`src/sim_defines.svh`:
```
`ifndef SIM_DEFINES_SVH
`define SIM_DEFINES_SVH

// number of point masses in the rope
`define NODE_COUNT 4

// max spacing between neighbours on each axis, 10.0 in q16.16
`define REST_LEN 32'sh000A_0000

// y acceleration added once per step, 0.3 in q16.16
`define GRAVITY_Y 32'sh0000_4CCC

// reset x of every node and of the anchor, 200.0 in q16.16
`define BASE_X 32'sh00C8_0000

// output credits the host grants after reset
`define OUT_CREDITS 4

// command credits the host holds after reset
`define CMD_CREDITS 1

`endif

```
`src/rope_pkg.sv`:
```
package rope_pkg;

    // signed q16.16 word, 16 integer bits and 16 fraction bits
    typedef logic signed [31:0] fix_t;

    // alu function select
    typedef enum logic [1:0] {
        ALU_ADD,
        ALU_SUB,
        ALU_MUL
    } alu_op_t;

    // host commands
    typedef enum logic {
        CMD_STEP,
        CMD_SET_ANCHOR
    } cmd_op_t;

    // controller phases
    typedef enum logic [2:0] {
        ST_IDLE,
        ST_VERLET,
        ST_CONSTRAIN,
        ST_REPORT,
        ST_DONE
    } ctrl_state_t;

endpackage

```
`src/node_ctrl_if.sv`:
```
`timescale 1ns/10ps
`include "sim_defines.svh"

interface node_ctrl_if;
    import rope_pkg::*;

    localparam int IDX_W = $clog2(`NODE_COUNT);

    // one cycle verlet update of every node
    logic verlet_en;

    // constraint write to a single node
    logic             fix_en;
    logic [IDX_W-1:0] fix_sel;
    fix_t             fix_x;
    fix_t             fix_y;

    // current positions, one slot per node
    fix_t pos_x [`NODE_COUNT];
    fix_t pos_y [`NODE_COUNT];

    // controller starts verlet phase and reads positions for the report
    modport ctrl (
        output verlet_en,
        input  pos_x, pos_y
    );

    // solver reads positions and writes one node per cycle
    modport solver (
        output fix_en, fix_sel, fix_x, fix_y,
        input  pos_x, pos_y
    );

    // each node takes the enables and drives its own position slot
    modport node (
        input  verlet_en, fix_en, fix_sel, fix_x, fix_y,
        output pos_x, pos_y
    );

endinterface

```
`src/fixed_alu.sv`:
```
`timescale 1ns/10ps

module fixed_alu (
    input  rope_pkg::fix_t    a,
    input  rope_pkg::fix_t    b,
    input  rope_pkg::alu_op_t op,
    output rope_pkg::fix_t    result
);
    import rope_pkg::*;

    // sign extended operands so the product keeps all 64 bits
    logic signed [63:0] a_wide;
    logic signed [63:0] b_wide;
    logic signed [63:0] product;

    assign a_wide = a;
    assign b_wide = b;

    // full signed product, 32.32 fixed point
    assign product = a_wide * b_wide;

    always_comb begin
        case (op)
            ALU_ADD: begin
                // wraps modulo 2^32
                result = a + b;
            end
            ALU_SUB: begin
                result = a - b;
            end
            ALU_MUL: begin
                // dropping the low 16 bits floors toward minus infinity
                result = product[47:16];
            end
            default: begin
                result = a + b;
            end
        endcase
    end

endmodule

```
`src/verlet_node.sv`:
```
`timescale 1ns/10ps
`include "sim_defines.svh"

module verlet_node #(
    parameter int node_id = 0
) (
    input logic       clk,
    input logic       reset,
    node_ctrl_if.node bus
);
    import rope_pkg::*;

    localparam int   IDX_W  = $clog2(`NODE_COUNT);
    localparam fix_t TWO    = 32'sh0002_0000;
    // nodes start hanging straight down, one rest length apart
    localparam fix_t INIT_Y = fix_t'(`REST_LEN * node_id);

    fix_t x;
    fix_t y;
    fix_t prev_x;
    fix_t prev_y;
    fix_t x_dbl;
    fix_t y_dbl;
    fix_t x_next;
    fix_t y_verlet;
    fix_t y_next;
    logic selected;

    // next = 2*pos - prev on each axis
    fixed_alu u_x_dbl (.a(x), .b(TWO), .op(ALU_MUL), .result(x_dbl));
    fixed_alu u_x_sub (.a(x_dbl), .b(prev_x), .op(ALU_SUB), .result(x_next));
    fixed_alu u_y_dbl (.a(y), .b(TWO), .op(ALU_MUL), .result(y_dbl));
    fixed_alu u_y_sub (.a(y_dbl), .b(prev_y), .op(ALU_SUB), .result(y_verlet));

    // gravity pulls along +y only
    assign y_next = y_verlet + `GRAVITY_Y;

    assign selected = bus.fix_en && (bus.fix_sel == IDX_W'(node_id));

    always_ff @(posedge clk) begin
        if (reset) begin
            // at rest, so prev equals pos
            x      <= `BASE_X;
            y      <= INIT_Y;
            prev_x <= `BASE_X;
            prev_y <= INIT_Y;
        end else if (bus.verlet_en) begin
            prev_x <= x;
            prev_y <= y;
            x      <= x_next;
            y      <= y_next;
        end else if (selected) begin
            // constraint moves pos only, velocity carries over through prev
            x <= bus.fix_x;
            y <= bus.fix_y;
        end
    end

    assign bus.pos_x[node_id] = x;
    assign bus.pos_y[node_id] = y;

endmodule

```
`src/constraint_solver.sv`:
```
`timescale 1ns/10ps
`include "sim_defines.svh"

module constraint_solver (
    input  logic           clk,
    input  logic           reset,
    node_ctrl_if.solver    bus,
    input  logic           solve_start,
    output logic           solve_done,
    input  rope_pkg::fix_t anchor_x,
    input  rope_pkg::fix_t anchor_y
);
    import rope_pkg::*;

    localparam int               IDX_W     = $clog2(`NODE_COUNT);
    localparam logic [IDX_W-1:0] LAST_NODE = IDX_W'(`NODE_COUNT - 1);

    logic             busy;
    logic [IDX_W-1:0] node_cnt;
    // already fixed position of node node_cnt-1
    fix_t             prev_x;
    fix_t             prev_y;
    fix_t             dx;
    fix_t             dy;

    // limit one axis offset to +/- rest length
    function automatic fix_t clamp_axis(input fix_t d);
        fix_t lim;
        lim = `REST_LEN;
        if (d > lim) begin
            return lim;
        end else if (d < -lim) begin
            return -lim;
        end
        return d;
    endfunction

    // offset of the current node from its fixed predecessor
    fixed_alu u_dx (.a(bus.pos_x[node_cnt]), .b(prev_x), .op(ALU_SUB), .result(dx));
    fixed_alu u_dy (.a(bus.pos_y[node_cnt]), .b(prev_y), .op(ALU_SUB), .result(dy));

    always_comb begin
        bus.fix_en  = busy;
        bus.fix_sel = node_cnt;
        if (node_cnt == '0) begin
            // node 0 is pinned to the anchor
            bus.fix_x = anchor_x;
            bus.fix_y = anchor_y;
        end else begin
            bus.fix_x = prev_x + clamp_axis(dx);
            bus.fix_y = prev_y + clamp_axis(dy);
        end
    end

    // done comes together with the last write
    assign solve_done = busy && (node_cnt == LAST_NODE);

    always_ff @(posedge clk) begin
        if (reset) begin
            busy     <= 1'b0;
            node_cnt <= '0;
        end else if (busy) begin
            node_cnt <= node_cnt + 1'b1;
            if (node_cnt == LAST_NODE) begin
                busy     <= 1'b0;
                node_cnt <= '0;
            end
        end else if (solve_start) begin
            busy     <= 1'b1;
            node_cnt <= '0;
        end
    end

    // keep the value just written so the next node clamps against it
    always_ff @(posedge clk) begin
        if (busy) begin
            prev_x <= bus.fix_x;
            prev_y <= bus.fix_y;
        end
    end

endmodule

```
`src/sim_controller.sv`:
```
`timescale 1ns/10ps
`include "sim_defines.svh"

module sim_controller (
    input  logic                            clk,
    input  logic                            reset,
    input  logic                            cmd_valid,
    input  rope_pkg::cmd_op_t               cmd_op,
    input  rope_pkg::fix_t                  cmd_x,
    input  rope_pkg::fix_t                  cmd_y,
    output logic                            cmd_credit,
    output logic                            out_valid,
    output logic [$clog2(`NODE_COUNT)-1:0]  out_node,
    output rope_pkg::fix_t                  out_x,
    output rope_pkg::fix_t                  out_y,
    output logic                            out_last,
    input  logic                            out_credit,
    node_ctrl_if.ctrl                       bus,
    output logic                            solve_start,
    input  logic                            solve_done,
    output rope_pkg::fix_t                  anchor_x,
    output rope_pkg::fix_t                  anchor_y
);
    import rope_pkg::*;

    localparam int               IDX_W     = $clog2(`NODE_COUNT);
    localparam int               CRD_W     = $clog2(`OUT_CREDITS + 1);
    localparam logic [IDX_W-1:0] LAST_NODE = IDX_W'(`NODE_COUNT - 1);

    ctrl_state_t      state;
    logic [IDX_W-1:0] rpt_idx;
    // output credits the host has granted and not yet received beats for
    logic [CRD_W-1:0] out_cnt;

    // one cycle update right after a step is taken
    assign bus.verlet_en = (state == ST_VERLET);

    // report beat only when a credit is available
    assign out_valid = (state == ST_REPORT) && (out_cnt != '0);
    assign out_last  = out_valid && (rpt_idx == LAST_NODE);
    assign out_node  = rpt_idx;
    assign out_x     = bus.pos_x[rpt_idx];
    assign out_y     = bus.pos_y[rpt_idx];

    // every command ends by passing through done
    assign cmd_credit = (state == ST_DONE);

    always_ff @(posedge clk) begin
        if (reset) begin
            state       <= ST_IDLE;
            solve_start <= 1'b0;
            rpt_idx     <= '0;
            anchor_x    <= `BASE_X;
            anchor_y    <= '0;
        end else begin
            solve_start <= 1'b0;
            case (state)
                ST_IDLE: begin
                    if (cmd_valid) begin
                        if (cmd_op == CMD_SET_ANCHOR) begin
                            anchor_x <= cmd_x;
                            anchor_y <= cmd_y;
                            state    <= ST_DONE;
                        end else begin
                            state <= ST_VERLET;
                        end
                    end
                end
                ST_VERLET: begin
                    // solver starts the cycle after the update
                    solve_start <= 1'b1;
                    state       <= ST_CONSTRAIN;
                end
                ST_CONSTRAIN: begin
                    if (solve_done) begin
                        rpt_idx <= '0;
                        state   <= ST_REPORT;
                    end
                end
                ST_REPORT: begin
                    // holds here while out of credits
                    if (out_valid) begin
                        rpt_idx <= rpt_idx + 1'b1;
                        if (rpt_idx == LAST_NODE) begin
                            state <= ST_DONE;
                        end
                    end
                end
                ST_DONE: begin
                    state <= ST_IDLE;
                end
                default: begin
                    state <= ST_IDLE;
                end
            endcase
        end
    end

    // spend on a beat, refill on a returned credit, both may happen together
    always_ff @(posedge clk) begin
        if (reset) begin
            out_cnt <= CRD_W'(`OUT_CREDITS);
        end else begin
            case ({out_valid, out_credit})
                2'b10: out_cnt <= out_cnt - 1'b1;
                2'b01: out_cnt <= out_cnt + 1'b1;
                default: out_cnt <= out_cnt;
            endcase
        end
    end

endmodule

```
`src/rope_sim_top.sv`:
```
`timescale 1ns/10ps
`include "sim_defines.svh"

module rope_sim_top (
    input  logic                            clk,
    input  logic                            reset,
    input  logic                            cmd_valid,
    input  rope_pkg::cmd_op_t               cmd_op,
    input  rope_pkg::fix_t                  cmd_x,
    input  rope_pkg::fix_t                  cmd_y,
    output logic                            cmd_credit,
    output logic                            out_valid,
    output logic [$clog2(`NODE_COUNT)-1:0]  out_node,
    output rope_pkg::fix_t                  out_x,
    output rope_pkg::fix_t                  out_y,
    output logic                            out_last,
    input  logic                            out_credit
);
    import rope_pkg::*;

    logic solve_start;
    logic solve_done;
    fix_t anchor_x;
    fix_t anchor_y;

    // enables, constraint writes and positions shared by the blocks below
    node_ctrl_if bus ();

    sim_controller u_ctrl (
        .clk         (clk),
        .reset       (reset),
        .cmd_valid   (cmd_valid),
        .cmd_op      (cmd_op),
        .cmd_x       (cmd_x),
        .cmd_y       (cmd_y),
        .cmd_credit  (cmd_credit),
        .out_valid   (out_valid),
        .out_node    (out_node),
        .out_x       (out_x),
        .out_y       (out_y),
        .out_last    (out_last),
        .out_credit  (out_credit),
        .bus         (bus.ctrl),
        .solve_start (solve_start),
        .solve_done  (solve_done),
        .anchor_x    (anchor_x),
        .anchor_y    (anchor_y)
    );

    constraint_solver u_solver (
        .clk         (clk),
        .reset       (reset),
        .bus         (bus.solver),
        .solve_start (solve_start),
        .solve_done  (solve_done),
        .anchor_x    (anchor_x),
        .anchor_y    (anchor_y)
    );

    // the rope itself, node 0 at the anchor end
    for (genvar i = 0; i < `NODE_COUNT; i++) begin : g_node
        verlet_node #(.node_id(i)) u_node (
            .clk   (clk),
            .reset (reset),
            .bus   (bus.node)
        );
    end

endmodule

```
`config.mk`:
```
export PLATFORM = sky130hd
export DESIGN_NAME = rope_sim_top
export DESIGN_NICKNAME = d
export VERILOG_FILES = /design/src/rope_pkg.sv /design/src/node_ctrl_if.sv /design/src/fixed_alu.sv /design/src/verlet_node.sv /design/src/constraint_solver.sv /design/src/sim_controller.sv /design/src/rope_sim_top.sv
export VERILOG_INCLUDE_DIRS = /design/src
export SDC_FILE = /design/constraint.sdc
export NUM_CORES = 2
export LEC_CHECK = 0
export CAP_MARGIN = 10
export CORE_ASPECT_RATIO = 0.6
export CORE_UTILIZATION = 65
export DETAILED_ROUTE_END_ITERATION = 16
export DONT_BUFFER_PORTS = 1
export PLACE_DENSITY = 0.81
export SYNTH_ARGS = -nofsm -noshare
export SYNTH_HDL_FRONTEND = slang
export SYNTH_SLANG_ARGS = --single-unit
```
`constraint.sdc`:
```
create_clock -name clk -period 22.3 [get_ports clk]
set_input_delay 2.23 -clock clk [delete_from_list [all_inputs] [get_ports clk]]
set_output_delay 2.23 -clock clk [all_outputs]
set_load 0.02 [all_outputs]
```
==> impl_results.md <==
- Outcome: finished, violations left
- Violated checks: max-slew violations
- Top_reg_cell synth: dfxtp_1
- Die Width: 356.7 um
- Dpl cell area: 49,440 um2
- Switching portion of total power: 0.4559
- Area leader, netlist: dfxtp_1
- Initial detailed-routing violation count: 6,849
- Worst skew pair latency: 0.68 ns
- Post-synth cell types: 104
- Cell leakage power: 20.21 nW
- Period utilisation layout: 0.4693
- Io pins: 138
- Syn Nets: 6,764
- Post-CTS Setup Inserts: 0
- Comb power frac: 0.536
- Post-route setup TNS: 0 ns
- Clock buffer depth: 3
- Core area: 74,180 um2
- Worst-margin pin slew: 1.948 ns
- Final Critical Period: 10.46 ns
- Min-delay worst type: reg2reg
- PortBufs: 0
- Fraction of registers with async set/reset: 0
- Setup Skew: 0.02511 ns
- Synth warnings: 0
- H-tree depth: 3
- DRT Pass-1 Iters: 6
- Peak VDD IR: 0.08674 mV
- Initial antenna violation count: 1
- Number of inserted diodes: 0
- Most frequent cell after synthesis: nand2_1
- Filler cells: 6,102
- Yosys top cell area share: 0.2399
- Row count: 77
- Die height: 214.8 um
- Top cells by count, synth: nand2_1 (975), a21oi_1 (688), dfxtp_1 (588)
- Rel. slew slack: -0.2986
- Largest net degree at the start of global routing: 452
- Antenna viol nets, final: 0
- Final Setup Violations: 0
- Synth Register Bits: 652
- Vias in the first global route: 42,601
- Worst-path clk slew: 0.07 ns
- CP max stage delay: 0.87 ns
- Post-Syn Instances: 6,194
- Initial Utilization: 0.6614
- Num CTS Buffers: 68
- CP dominant cell by count: o21ai_0
- Startpoint types: flip-flop
- Crit Path Category: reg2reg
- Max_cap viols: 0
- Sequential share of power: 0.258
- First-pass GRT wire length: 249.0 mm
- Worst reg-to-reg path cell count: 35
- # resized after CTS: 0
- Remaining DRCs: 0
- CTS Hold Bufs: 0
- Peak Freq: 0.09556 GHz
- Nets: 6,551
- Worst EP required: 22.88 ns
- Post-synth EDFFs: 64
- CTS tree: yes
- Clock share of power: 0.206
- CP max stage cell: dfxtp_4
- Routed wire length per instance: 23.29 um
- Endpoint type of the worst setup path: flip-flop
- CP arrival: 11.04 ns
- Hold Path Stages: 2
- CP max FO: 36
- Slew Limit Fails: 214
- GP Congestion: 1.002
- Total number of vias: 46,774
- Overflow after GRT: 0
- DR vias/cell: 6.664
- RSZ-0062 raised after global routing: false
- Root buf cell: clkbuf_16
- Pwr dens: 114.5 nW/um2
- Largest cells by area after synthesis: dfxtp_1 (24%), ha_1 (12%), nand2_1 (7.5%), a21oi_1 (7.0%), mux4_2 (5.9%)
- Final Instance Area: 51,730 um2
- WL final: 163.5 mm
- CTS sink cnt: 652
- Sequential area share after synthesis: 0.2791
- Hold Vio Cnt, Final: 0
- Mean post-synth cell area: 7.921 um2
- DP Wirelength: 116.4 mm
- Die ar.: 76,620 um2
- Pint: 0.003222 W
- Total Routing Usage GR: 0.4156
- Switching pwr: 0.002700 W
- Cell Area, Synth: 49,060 um2
- Layout cells sized above 1: 0.06051
- Synth-to-layout area growth: 5.430%
-- power groups by stage --
stage	combinational, W	sequential, W	clock [W]
5_1_grt	0.00342	0.00154	0.00127
6_report	0.00317	0.00153	0.00122
3_5_place_dp	0.00302	0.00154	0
4_1_cts	0.00306	0.00152	0.00122
3_3_place_gp	0.00296	0.00154	0
2_1_floorplan	0.00233	0.00144	0
-- critical path: cells and delay by family (launching register included) --
family / cells / cell delay, ns
compound gates: 19 / 5.19
xor+xnor: 2 / 0.29
fa+ha+maj: 3 / 0.94
buf+inv: 4 / 1.12
flops: 1 / 0.87
mux: 3 / 0.86
simple gates: 4 / 1.07
-- layer usage --
layer	vias to the layer above	GRT usage	share of wire	wire length [um]
li1	21506	-	-	-
met1	21918	0.6262	0.44	71370
met2	3012	0.5340	0.37	60940
met3	334	0.1614	0.16	26280
met4	4	0.1194	0.029	4776
met5	-	0.007500	0.00057	93
-- per-stage QoR --
stage	setup WS, ns	power [W]	hold WS [ns]	cells	util
after global routing	11.11	0.006222	0.4689	7019	0.6973
after floorplan	13.85	0.003773	0.4332	6194	-
final	11.84	0.005922	0.4489	7019	0.6973
after global placement	12.40	0.004496	0.4393	6897	0.6665
after CTS	12.07	0.005789	0.4517	7018	0.6972
after detailed placement	12.14	0.004563	0.4434	6897	0.6665
-- cells by family (layout without fill, tap and decap cells) --
family | after synthesis | in the layout | share of synthesized area
AO/OA/AOI/OAI | 1737 | 1737 | 0.2268
AND/OR/NAND/NOR | 1997 | 1997 | 0.1788
XOR/XNOR | 293 | 293 | 0.05261
adder cells (fa/ha/maj) | 501 | 501 | 0.1298
flip-flops | 652 | 652 | 0.2791
buffers and inverters | 838 | 676 | 0.06432
multiplexers | 176 | 176 | 0.06863
-- worst paths after layout --
check,slack (ns),to,startpoint
max reg2reg,11.84,g_node[2].u_node.y[30],u_solver.bus.fix_sel[0]
min reg2reg,0.45,g_node[0].u_node.prev_x[24],g_node[0].u_node.prev_x[24]
max,11.84,g_node[2].u_node.y[30],u_solver.bus.fix_sel[0]
min,0.45,g_node[0].u_node.prev_x[24],g_node[0].u_node.prev_x[24]
-- final cells by class --
type                       count  area [um2]  area share
tap                          987        1235     0.02387
multi-input combinational   4704       32280      0.6240
timing repair buffer          35       272.8    0.005273
sequential                   652       13710      0.2651
clock buffer                  93        1961     0.03790
inverter                     520        1952     0.03773
clock inverter                28       315.3    0.006096
-- sequential cells by signal, summed over array words and instances, names as in the netlist --
name                  cells
g_node.u_node.y         128
u_ctrl.out_node           2
u_ctrl.anchor_y          32
g_node.u_node.prev_x    128
u_solver.prev_y          32
u_solver.bus.fix_en       1
u_ctrl.solve_start        1
u_ctrl.anchor_x          32
u_solver.bus.fix_sel      2
g_node.u_node.x         128
g_node.u_node.prev_y    128
u_solver.prev_x          32
u_ctrl.out_cnt            3
u_ctrl.state              3
-- cells in the final DEF, fill, tap and decap left out, types with 47 or more instances in the layout --
cell type,Yosys,final
or3_1,48,47
inv_1,519,517
a31oi_1,50,50
o211ai_1,75,75
a211oi_1,94,94
ha_1,488,487
a311oi_1,47,47
a21oi_1,688,688
dfxtp_1,588,583
nor2_1,471,470
xor2_1,111,111
clkbuf_16,0,72
nand2_1,975,969
nand3_1,85,85
xnor2_1,180,180
o21bai_1,57,57
a21o_1,114,114
nor3_1,113,112
edfxtp_1,64,64
o21ai_0,234,234
nor2b_1,52,52
mux4_2,128,128
Note: power is estimated with default switching activity, not from simulation.
